**config.mk**
```make
export PLATFORM = sky130hd
export DESIGN_NAME = stream_ctrl
export DESIGN_NICKNAME = d
export VERILOG_FILES = /design/src/logic/img_cap_pkg.sv /design/src/logic/stream_ctrl.sv
export SDC_FILE = /design/constraint.sdc
export NUM_CORES = 1
export LEC_CHECK = 0
export BUFFER_PORTS_ARGS = -buffer_cell sky130_fd_sc_hd__buf_4
export CAP_MARGIN = 10
export CORE_AREA = 5 5 42 44
export CTS_BUF_LIST = sky130_fd_sc_hd__clkbuf_16
export CTS_CLUSTER_SIZE = 24
export DETAILED_ROUTE_END_ITERATION = 10
export DIE_AREA = 0 0 47 49
export GPL_TIMING_DRIVEN = 0
export PLACE_DENSITY = 0.7
export SETUP_SLACK_MARGIN = 0.4
export SLEW_MARGIN = 10
export SYNTH_ARGS = -nofsm -noshare
export SYNTH_HDL_FRONTEND = slang
export SYNTH_SLANG_ARGS = --single-unit
```
**constraint.sdc**
```tcl
create_clock -name clk_25_2m -period 1.65 [get_ports clk_25_2m]
set_input_delay 0 -clock clk_25_2m [delete_from_list [all_inputs] [get_ports clk_25_2m]]
set_output_delay 0 -clock clk_25_2m [all_outputs]
set_load 0.02 [all_outputs]
```
**src/logic/img_cap_pkg.sv**
```systemverilog
// Shared video timing, FIFO sizing and bundle types, imported by every design and bench file
package img_cap_pkg;

	// ====================
	// 640 x 480 at 60 Hz, one clock per pixel
	// ====================
	localparam int h_active = 640;          // Visible pixels per line
	localparam int h_front  = 16;
	localparam int h_sync   = 96;           // hs low width
	localparam int h_back   = 48;
	localparam int h_total  = 800;          // Full line period

	localparam int v_active = 480;          // Visible lines per frame
	localparam int v_front  = 10;
	localparam int v_sync   = 2;            // vs low width in lines
	localparam int v_back   = 33;
	localparam int v_total  = 525;          // Full frame period

	localparam int h_bits = $clog2(h_total); // Horizontal counter width
	localparam int v_bits = $clog2(v_total); // Vertical counter width

	// Pixel FIFO size, absorbs camera to display phase
	localparam int fifo_depth = 1024;

	// ====================
	// Bundles
	// ====================
	typedef struct packed {
		logic [4:0] r;
		logic [5:0] g;
		logic [4:0] b;
	} rgb565_t;                             // Camera color

	typedef struct packed {
		logic [7:0] r;
		logic [7:0] g;
		logic [7:0] b;
	} rgb888_t;                             // HDMI color

	typedef struct packed {
		logic    sof;                       // First pixel of a camera frame
		rgb565_t pixel;
	} cam_pixel_t;

	typedef struct packed {
		logic hs;                           // Active low
		logic vs;                           // Active low
		logic de;
		logic first;                        // First active pixel of the frame
	} video_t;

	typedef struct packed {
		logic streaming;
		logic underrun;
		logic overflow;
	} img_status_t;

endpackage

```
**src/logic/stream_ctrl.sv**
```systemverilog
// Frame lock control; finds a camera frame start, waits for the display frame, then streams
`timescale 1ns/1ns

module stream_ctrl import img_cap_pkg::*; (
	input  logic       clk_25_2m,
	input  logic       reset,
	input  video_t     video,
	input  cam_pixel_t head,
	input  logic       head_valid,
	output logic       head_ready,
	output rgb565_t    pixel,
	output logic       black,
	output logic       streaming,
	output logic       underrun
);

	typedef enum logic [1:0] {
		st_seek,    // Drop words until a frame start
		st_armed,   // Frame start held at the head
		st_stream   // One pop per de cycle
	} state_t;

	state_t state;
	state_t next;
	logic   show;       // Head word goes to the display this cycle
	logic   discard;    // Head word thrown away
	logic   starve;     // Display wants a pixel, FIFO empty

	// ====================
	// Next state
	// ====================
	always_comb begin
		show    = 1'b0;
		discard = 1'b0;
		next    = state;
		case (state)
			st_seek: begin
				if (head_valid && !head.sof)
					discard = 1'b1;           // Partial frame data
				else if (head_valid)
					next = st_armed;
			end
			st_armed: begin
				if (video.first && head_valid) begin
					show = 1'b1;              // Frame start meets display start
					next = st_stream;
				end
			end
			st_stream: begin
				if (video.de) begin
					if (head_valid)
						show = 1'b1;
					else
						next = st_seek;       // Lost lock, find next frame
				end
			end
			default: next = st_seek;
		endcase
	end

	assign starve = (state == st_stream) && video.de && !head_valid;

	// ====================
	// State and status
	// ====================
	always_ff @(posedge clk_25_2m) begin
		if (!reset) begin
			state    <= st_seek;
			underrun <= 1'b0;
		end else begin
			state <= next;
			if (starve)
				underrun <= 1'b1;             // Sticky
		end
	end

	assign head_ready = show | discard;       // Pop in the same cycle as use
	assign pixel      = head.pixel;
	assign black      = ~show;                // Nothing valid to show
	assign streaming  = state == st_stream;

endmodule

```
Yosys cells after proc, flatten, opt, wreduce, memory -nomap -nowiden:

Cells that the tools add are included.
Widths: inputs -> output; s select.

* word-level logic and storage cells: 31
* register bits: 3

* reduce and logical (&&, ||, !) cells: 8
* bitwise gates (word level): 2
* multiplexer cells: 12
* eq/ne operators: 7

Operators by type and width (number)
* $mux 2: 5
* $ne 2x2->1 const B: 5
* $pmux 2 s3: 1
* $mux 1: 5
* $reduce_and 5->1: 1
* $logic_and 1x1->1: 4
* $eq 2x1->1 const B: 1
* $eq 2x2->1 const B: 1
* $logic_not 1->1: 2
* $logic_not 2->1: 1
* $pmux 1 s2: 1
* $not 1->1: 1
* $or 1x1->1: 1

Depth between registers and ports, before layout:

Gate-level depths: netlist of run 1.

* word-level depth: 5
* mapped depth: 6
* depth with buffers taken out: 6

Worst setup path after synthesis of run 1:

Ideal clock, no wire load.

* path type: register -> register
* start: register state[0]
* end: register state[1]
* arrival: 1376 ps
* period minus slack after synthesis: 1498 ps
* cell stages (with the launch flop): 6
* slack: 152 ps
* cells stage by stage: dfxtp_1 > inv_1 > ha_1 > nand3b_1 > and4bb_2 > a311o_1

* longest elaborated chain between the ends: 3
* elaborated cells on any way between the ends: 10

RTL lines
* start, declared: RTL line stream_ctrl.sv:23 `state_t state;`
* start signal, assigned: RTL line stream_ctrl.sv:68 `state <= st_seek;`
* start signal, assigned: RTL line stream_ctrl.sv:71 `state <= next;`
* $eq 2x2->1 *
* named net streaming: RTL line stream_ctrl.sv:13 `output logic streaming,`
* $ne 2x2->1 (no source line)
* $reduce_and 5->1 (no source line)

Mark *: on every way through the listed nets, which the timed path passes. The rest lies on a longest branch.
A chain may end at the register's enable or synchronous reset.

Worst setup path after layout of run 1:

* start: register state[0]
* end: register state[1]

* longest elaborated chain between the ends: 3
* elaborated cells on any way between the ends: 10

RTL lines
* $eq 2x1->1, or another cell as far along: RTL line stream_ctrl.sv:36 `case (state)`
* $ne 2x2->1 (no source line)
* $reduce_and 5->1 (no source line)

Several ways; a longest one is shown, not always the timed one.

==> results of run 1 <==
[worst max-delay path, cell delays in order (launching register included)]
cell,delay (ps)
dfxtp_4,350
inv_4,80
ha_4,130
a21boi_4,180
and4bb_2,240
a311o_1,270
[timing repair]
item                       4_1_cts  5_1_grt
gates resized for setup          3        1
buffers inserted                 5        1
pin swaps                        6        0
setup endpoints to repair        3        4
[report_power, final]
group | total, uW | switching, uW | internal (uW)
logic | 257 | 113 | 145
clock network | 376 | 63.8 | 312
registers | 95.0 | 11.3 | 83.7
total | 728 | 188 | 541
[worst max-delay path by stage]
stage                                     start                    end  cells after the start
after floorplan           state[0]$_SDFFE_PN0P_  state[1]$_SDFFE_PN0P_                      5
after global placement    state[1]$_SDFFE_PN0P_  state[1]$_SDFFE_PN0P_                      5
after detailed placement  state[1]$_SDFFE_PN0P_  state[1]$_SDFFE_PN0P_                      5
after CTS                 state[0]$_SDFFE_PN0P_  state[1]$_SDFFE_PN0P_                      5
after global routing      state[0]$_SDFFE_PN0P_  state[1]$_SDFFE_PN0P_                      5
final                     state[0]$_SDFFE_PN0P_  state[1]$_SDFFE_PN0P_                      5
[logic make-up after synthesis]
| kind of cell | Yosys count |
|---|---|
| buffers and inverters | 18 |
| AND/OR/NAND/NOR | 11 |
| AO/OA/AOI/OAI | 7 |
| adder cells (fa/ha/maj) | 4 |
| flip-flops | 3 |
[registers in the layout, summed over array words and instances, names as in the netlist]
| name | flops |
|---|---|
| state | 2 |
| underrun | 1 |
[area by class of cell]
class / instances / share of cell area
multi-input cells: 22 / 0.288
repair buffers: 31 / 0.312
plain buffers: 16 / 0.161
clock buffers: 3 / 0.101
inverters: 2 / 0.0168
well taps: 16 / 0.0268
flip-flops and latches: 3 / 0.0905
clock inverters: 1 / 0.00503
[routing by layer]
metal | GRT usage | routed length [um]
met5 | 0 | 0
met4 | 0.0138 | 0
met3 | 0.0701 | 143
met2 | 0.165 | 639
met1 | 0.0833 | 300
[metrics by stage]
stage               utilization  setup slack (ps)  std cells  hold slack (ps)  power [uW]
floorplan                     -               313         43              113         241
global placement          0.434               283         84              198         308
detailed placement        0.434               258         84              199         312
CTS                       0.524               286         93             13.9         727
global route              0.533               242         94             35.9         770
finish                    0.533               282         94             17.4         728
[cells in the final DEF, fill, tap and decap left out, types with 2 or more instances in the layout]
master and n:
buf_4 47, nand2_1 4, clkbuf_16 3, inv_4 2, ha_4 2, dfxtp_4 2
==> impl_metrics.yaml, run 1 <==
power_and_ir_drop:
  pwr_density_cell_mw_per_mm2: 975
  ir_worst_vdd_mv: 0.631
  power.leakage_uw: 0.000394
route:
  via_per_inst: 4.29
  drc: 0
  drt_iter0_drc: 3
  totalWireLength_um: 1080
  wl_per_cell_um: 11.5
  ant_nets: 0
  dr.pass1.iters: 4
  via_count: 403
placed_design:
  place_area_um2: 608
  place_congestion: 0.682
  dp_hpwl_um: 818
  io_buffers: 25
clock_tree:
  numCtsBuffers: 3
  cts_tree: "built"
  cts_max_level: 1
  clk_latency_ps: 220
  path_clk_slew_ps: 30
  cts-root-buf: "clkbuf_16"
  clk_path_buf_depth: 2
  clkSinkCount: 3
  holdBufCountCts: 0
timing:
  tns_ps: 0
  clock_skew_ps: 4.13
  maxSlewHeadroom: 0.913
  setup-violations-final: 0
  fin_crit_ps: 1370
  rsz0062_at_grt: "yes"
  slew_viol_final: 0
  tightestPinTransition_ps: 130
  fmax_mhz: 731
  fin_crit_sh: 0.829
  hold_violations: 0
synth:
  postSynthCellCount: 43
  synth-async-reset-ratio: 0
  synthSimpleGateAreaFrac: 0.188
  synthAdderAreaFrac: 0.139
  synth-seq-cells: 3
  synth_top_cells_by_count: "buf_4 (16), ha_1 (4), nand2_1 (4)"
  synth_top_family_by_area: "buffers and inverters"
  synthMuxAreaShare: 0
  yosysWarnings: 0
  yosys.area_share.xor_xnor: 0
  yosysMostFrequentCell: "buf_4"
  synthesis.area_um2: 359
  yosys.area.top_type_share: 0.334
  synth.distinct_cells: 19
  yosysTopAreaCell: "buf_4"
  synth_flop_cell: "dfxtp_1"
  synth_compound_area_frac: 0.150
  synth_edf_count: 0
  seq_area_frac_synth: 0.167
  avgSynthCellArea_um2: 8.35
  syn_nets: 71
  yosys-top-cells-area: "buf_4 (33%), dfxtp_1 (17%), ha_1 (14%)"
grt:
  track_usage: 0.0936
  grt_max_degree: 7
  antenna_found_initial: 0
  gr-total-overflow: 0
  grt_pass1_vias: 392
  grt_pass1_wl_um: 1570
outcome:
  status: "finished clean"
min_path:
  min_path_cells: 2
  min-delay-start: "reset"
  min_to: "underrun$_SDFFE_PN0P_"
  hold_class: "input port to register"
floorplan:
  start_util: 0.256
  die_height_um: 49
  coreArea_mm2: 0.00140
  rows: 14
  num_io_pins: 44
  die_w_um: 47
  dieArea_mm2: 0.00230
worst_setup_path:
  r2r-start: "state[0]$_SDFFE_PN0P_"
  start_kind: "register"
  critPathCaptureType: "register"
  criticalPathCategory: "register to register"
  cp.required_ps: 1750
  worst-path-max-fanout: 3
  arrival_ps: 1470
  reg2reg_to: "state[1]$_SDFFE_PN0P_"
  r2r_slack_ps: 280
  r2r_cells: 5
finish:
  drive_above_1_share: 0.795
  nFillCells: 132
  design_area_um2: 747
  layout.area.seq_um2: 67.6
  multi_input_area_um2: 215
  diodes: 0
  fin_nets: 107
  syn2layout_area_growth_pct: 108
job:
  drv_cap: 0
No activity file was read; power rests on OpenSTA's default activity.
==> run 2: changes to the inputs <==
--- a/config.mk
+++ b/config.mk
@@ -5,6 +5,7 @@
 export SDC_FILE = /design/constraint.sdc
 export NUM_CORES = 1
 export LEC_CHECK = 0
+export ABC_AREA = 1
 export BUFFER_PORTS_ARGS = -buffer_cell sky130_fd_sc_hd__buf_4
 export CAP_MARGIN = 10
 export CORE_AREA = 5 5 42 44
@@ -13,7 +14,7 @@
 export DETAILED_ROUTE_END_ITERATION = 10
 export DIE_AREA = 0 0 47 49
 export GPL_TIMING_DRIVEN = 0
-export PLACE_DENSITY = 0.7
+export PLACE_DENSITY = 0.72
 export SETUP_SLACK_MARGIN = 0.4
 export SLEW_MARGIN = 10
 export SYNTH_ARGS = -nofsm -noshare
==> constraint.sdc (replaced) <==
create_clock -name clk_25_2m -period 1.25 [get_ports clk_25_2m]
set_input_delay 0 -clock clk_25_2m [delete_from_list [all_inputs] [get_ports clk_25_2m]]
set_output_delay 0 -clock clk_25_2m [all_outputs]
set_load 0.02 [all_outputs]
==> run 2 against run 1 <==
Count of clock-buffer cells in the layout is the same. Highest routed layer is now met4. Sequential power rose by 100%. Critical path depth is 2 higher. Critical endpoint is now head_ready.
==> impl_metrics.yaml, run 2 <==
clock_tree:
  cts_tree: "built"
  cts_max_level: 1
  numCtsBuffers: 3
  path_clk_slew_ps: 30
  clk_latency_ps: 220
  clkSinkCount: 3
  cts-root-buf: "clkbuf_16"
  clk_path_buf_depth: 2
timing:
  setup-violations-final: 0
  fin_crit_sh: 0.975
  fin_crit_ps: 1220
  hold_violations: 0
  maxSlewHeadroom: 0.882
  timing.final.ws_setup_ps: 30.7
  fmax_mhz: 820
  rsz0062_at_grt: "yes"
  tightestPinTransition_ps: 177
  slew_viol_final: 0
  hold_ws_ps: 20.0
  clock_skew_ps: 3.02
  tns_ps: 0
worst_setup_path:
  r2r-start: "state[0]$_SDFFE_PN0P_"
  critPathCapture: "head_ready"
  cp_top_family: "flip-flops"
  r2r_cells: 8
  start_kind: "register"
  critPathCaptureType: "primary output"
  r2r_slack_ps: 90
  arrival_ps: 1220
  reg2reg_to: "state[0]$_SDFFE_PN0P_"
  worst-path-max-fanout: 3
  path_depth: 7
  path_buf_inv: 2
  path_cells: "inv_6, ha_4, nand3_2, o21ai_2, nand2_2, o31ai_4, buf_6"
  crit_start: "state[0]$_SDFFE_PN0P_"
  critPathMaxStageDelay_ps: 380
  cp_slowest_cell: "dfxtp_4"
  cp.required_ps: 1250
  criticalPathCategory: "register to primary output"
placed_design:
  place_congestion: 0.716
  dp.cells: 91
  io_buffers: 25
  dp_hpwl_um: 912
  place_ws_ps: 142
finish:
  syn2layout_area_growth_pct: 118
  multi_input_area_um2: 241
  mostFrequentLayoutCells: "buf_4 (42), nor2_1 (5), nand2_2 (4), ha_4 (4)"
  largest_reg_flops: 2
  top_register: "state"
  fin_nets: 112
  final_common_cell: "buf_4"
  top_regs: "state (2), underrun (1)"
  fin_cells: 99
  nFillCells: 140
  diodes: 0
  drive_above_1_share: 0.819
  layout.area.seq_um2: 67.6
synth:
  seq_area_frac_synth: 0.167
  postSynthCellCount: 50
  yosysWarnings: 0
  synth-seq-cells: 3
  synth_flop_cell: "dfxtp_1"
  synthSimpleGateAreaFrac: 0.194
  synth_edf_count: 0
  synth_top_family_by_area: "buffers and inverters"
  synth_compound_area_frac: 0.104
  yosys.area.top_type_share: 0.333
  synth-async-reset-ratio: 0
  synth_top_cells_by_count: "buf_4 (16), inv_1 (6), nor2_1 (5)"
  yosysTopAreaCell: "buf_4"
  avgSynthCellArea_um2: 7.21
  synthMuxAreaShare: 0
  synthAdderAreaFrac: 0.139
  yosys.area_share.xor_xnor: 0
  synthesis.area_um2: 360
  yosysMostFrequentCell: "buf_4"
  syn_nets: 78
  yosys-top-cells-area: "buf_4 (33%), dfxtp_1 (17%), ha_1 (14%)"
  synth.distinct_cells: 15
floorplan:
  dieArea_mm2: 0.00230
  num_io_pins: 44
  rows: 14
  die_height_um: 49
  start_util: 0.257
  coreArea_mm2: 0.00140
  die_w_um: 47
grt:
  gr-total-overflow: 0
  grt_max_degree: 6
  grt_pass1_wl_um: 1730
  track_usage: 0.107
  antenna_found_initial: 0
  grt_pass1_vias: 482
power_and_ir_drop:
  p_int_uw: 951
  comb_power_share: 0.532
  sequentialPowerShare: 0.130
  ir_worst_vdd_mv: 1.19
  pwr_density_cell_mw_per_mm2: 1880
  power_uw: 1480
  power.leakage_uw: 0.000394
  power.clock.fraction: 0.337
  power.switching_uw: 526
  switching_share: 0.356
route:
  drt_iter0_drc: 1
  wl_per_cell_um: 11.2
  dr.pass1.iters: 2
  via_per_inst: 4.24
  via_count: 420
  ant_nets: 0
  drc: 0
  totalWireLength_um: 1100
min_path:
  hold_class: "input port to register"
  min_path_cells: 3
job:
  drv_cap: 0
outcome:
  status: "finished clean"
-- run 2: kinds of logic after synthesis --
kind of cell             Yosys count
adder cells (fa/ha/maj)            4
AND/OR/NAND/NOR                   15
flip-flops                         3
buffers and inverters             22
AO/OA/AOI/OAI                      6
-- run 2: power by group through the flow --
stage / sequential (uW) / clock [uW] / combinational, uW
2_1_floorplan: 189 / 0 / 467
3_3_place_gp: 190 / 0 / 608
3_5_place_dp: 192 / 0 / 634
4_1_cts: 187 / 504 / 758
5_1_grt: 200 / 522 / 848
6_report: 192 / 499 / 786
-- run 2: repair_timing --
action                     CTS  global route
buffers inserted             4             0
hold buffers                 0             0
setup endpoints to repair    6             6
hold endpoints to repair     0             0
cloned                       0             0
gates resized for setup      6             3
pin swaps                   11             7
-- run 2: through the flow --
stage | util | instance area, um2
final | 0.562 | 787
after global routing | 0.562 | 787
after CTS | 0.553 | 774
after detailed placement | 0.457 | 641
after global placement | 0.457 | 641
after floorplan | - | 433
-- run 2: tightest hold or removal path, stage by stage --
cell	delay (ps)
buf_4	120
inv_1	40
nor2_1	40
-- run 2: worst min path at each step --
stage / startpoint / endpoint
6_report: reset / underrun$_SDFFE_PN0P_
5_1_grt: reset / underrun$_SDFFE_PN0P_
4_1_cts: reset / underrun$_SDFFE_PN0P_
3_5_place_dp: head[1] / pixel[1]
3_3_place_gp: head[0] / pixel[0]
2_1_floorplan: head[16] / head_ready
-- run 2: final cells by class --
type	instances	area share
plain buffers	16	0.153
clock buffers	3	0.0954
clock inverters	1	0.00477
inverters	6	0.0382
multi-input cells	25	0.307
flip-flops and latches	3	0.0859
well taps	16	0.0254
repair buffers	29	0.291
-- run 2: layer usage --
layer	share of wire	up-vias	wire length [um]	global-route usage
met2	0.58	22	644	0.188
met3	0.10	2	115	0.0701
li1	-	205	-	-
met5	0	-	0	0
met1	0.30	191	333	0.0877
met4	0.010	0	11	0.0461
==> run 3: changes to the inputs <==
--- a/config.mk
+++ b/config.mk
@@ -14,7 +14,7 @@
 export DETAILED_ROUTE_END_ITERATION = 10
 export DIE_AREA = 0 0 47 49
 export GPL_TIMING_DRIVEN = 0
-export PLACE_DENSITY = 0.72
+export PLACE_DENSITY_LB_ADDON = 0.12
 export SETUP_SLACK_MARGIN = 0.4
 export SLEW_MARGIN = 10
 export SYNTH_ARGS = -nofsm -noshare
==> constraint.sdc (replaced) <==
create_clock -name clk_25_2m -period 1.3 [get_ports clk_25_2m]
set_input_delay 0 -clock clk_25_2m [delete_from_list [all_inputs] [get_ports clk_25_2m]]
set_output_delay 0 -clock clk_25_2m [all_outputs]
set_load 0.02 [all_outputs]
==> run 3 against run 2 <==
The flow now finishes with violations (hold timing). Register-to-register slack better by 60 ps. Sequential power is 2% lower. Routed wire length is 7.9% lower. Critical path depth stayed put. Sequential share of layout area is 0.055 points higher. Power is 6.6% lower. Core utilization is 0.36 points lower. Die area stayed put. Worst setup slack better by 40 ps. Clock power is 3% lower. Via count is 4.8% lower. First-iteration DRC count grew to 3.0 times the previous value. Largest power group unchanged. Highest routed layer unchanged.
==> impl_metrics.yaml, run 3 (same netlist as run 2, synthesis figures left out) <==
floorplan:
  coreArea_mm2: 0.00140
  start_util: 0.257
  dieArea_mm2: 0.00230
  rows: 14
  die_w_um: 47
  num_io_pins: 44
  die_height_um: 49
clock_tree:
  clkSinkCount: 3
  holdBufCountCts: 0
  cts-root-buf: "clkbuf_16"
  clk_path_buf_depth: 2
  path_clk_slew_ps: 30
  numCtsBuffers: 3
  cts_tree: "built"
  cts_max_level: 1
  clk_latency_ps: 230
placed_design:
  place_congestion: 0.650
  place_area_um2: 641
  io_buffers: 25
  place_ws_ps: 205
finish:
  drive_above_1_share: 0.817
  top_register: "state"
  mostFrequentLayoutCells: "buf_4 (41), nor2_1 (5), nand2_2 (4), ha_4 (4)"
  design_area_um2: 782
  diodes: 0
  final_common_cell: "buf_4"
  fin_nets: 111
  syn2layout_area_growth_pct: 117
  top_regs: "state (2), underrun (1)"
  largest_reg_flops: 2
min_path:
  min_path_cells: 3
  min-delay-start: "reset"
  min_to: "underrun$_SDFFE_PN0P_"
  hold_class: "input port to register"
power_and_ir_drop:
  p_int_uw: 896
  ir_worst_vdd_mv: 0.971
  power.leakage_uw: 0.000388
  comb_power_share: 0.513
  power.clock.fraction: 0.351
  switching_share: 0.351
  power.switching_uw: 484
  sequentialPowerShare: 0.136
  power_uw: 1380
  pwr_density_cell_mw_per_mm2: 1760
timing:
  maxSlewHeadroom: 0.883
  setup-violations-final: 0
  hold_ws_ps: -2.80
  rsz0062_at_grt: "yes"
  hold_violations: 1
  fin_crit_sh: 0.946
  fin_crit_ps: 1230
  timing.final.ws_setup_ps: 70.2
  clock_skew_ps: 4.19
  tns_ps: 0
  fmax_mhz: 813
  tightestPinTransition_ps: 175
  slew_viol_final: 0
route:
  via_count: 400
  dr.pass1.iters: 3
  ant_nets: 0
  drc: 0
  via_per_inst: 4.08
  wl_per_cell_um: 10.4
  totalWireLength_um: 1020
  drt_iter0_drc: 3
worst_setup_path:
  worst-path-max-fanout: 3
  cp.required_ps: 1300
  start_kind: "register"
  path_buf_inv: 2
  arrival_ps: 1230
  path_depth: 7
  r2r-start: "state[0]$_SDFFE_PN0P_"
  critPathCaptureType: "primary output"
  criticalPathCategory: "register to primary output"
  critPathMaxStageDelay_ps: 380
  cp_top_family: "flip-flops"
  r2r_slack_ps: 150
  path_cells: "inv_6, ha_4, nand3_4, o21ai_2, nand2_2, o31ai_4, buf_6"
  cp_slowest_cell: "dfxtp_4"
  reg2reg_to: "state[0]$_SDFFE_PN0P_"
  crit_start: "state[0]$_SDFFE_PN0P_"
  r2r_cells: 8
grt:
  grt_pass1_vias: 375
  antenna_found_initial: 0
  gr-total-overflow: 0
  grt_max_degree: 6
  grt_pass1_wl_um: 1480
  track_usage: 0.0935
outcome:
  violations: "hold timing"
  status: "complete, but fails checks"
job:
  drv_cap: 0
run 3: cell types whose count changed in the layout (fill, tap and decap cells not counted), sizes merged:
cell  delta
buf      -1
run 3: metrics by stage:
stage               utilization  std cells
floorplan                     -         50
global placement          0.457         91
detailed placement        0.457         91
CTS                       0.547         98
global route              0.558         98
finish                    0.558         98
run 3: worst max path at each step:
| stage | end | slack (ps) |
|---|---|---|
| floorplan | state[1]$_SDFFE_PN0P_ | 310 |
| CTS | head_ready | 50 |
| global route | head_ready | 8 |
| global placement | head_ready | 200 |
| detailed placement | head_ready | 200 |
| finish | head_ready | 70 |
run 3: power groups by stage:
stage	logic [uW]	clock network (uW)	registers [uW]
finish	708	485	188
global route	774	508	192
CTS	700	496	182
detailed placement	594	0	185
global placement	593	0	184
floorplan	449	0	181
run 3: cell type report:
cell class | count | area, um2
fill | 138 | 619
clock inverter | 1 | 3.75
multi-input combinational | 25 | 244
tap | 16 | 20.0
buffer | 16 | 120
clock buffer | 3 | 75.1
timing repair buffer | 28 | 221
inverter | 6 | 30.0
sequential | 3 | 67.6
run 3: metal layers:
layer	global-route usage	part of all wire	vias to the layer above
li1	-	-	206
met2	0.156	0.53	25
met5	0	0	-
met4	0.0553	0.017	0
met3	0.0664	0.17	2
met1	0.0742	0.28	167
run 3: timing repair:
item / 4_1_cts / 5_1_grt
endpoints found under the setup margin: 6 / 6
pin swaps: 5 / 11
buffers inserted: 3 / 0
gates resized for setup: 6 / 3
run 3: worst reg2reg max path, stage by stage (launching register included):
cell and delay, ps:
dfxtp_4 380, inv_6 50, buf_6 110, ha_4 160, nand2_2 60, nand2_2 60, nor2_2 120, nor2_1 50
nor2_1 90
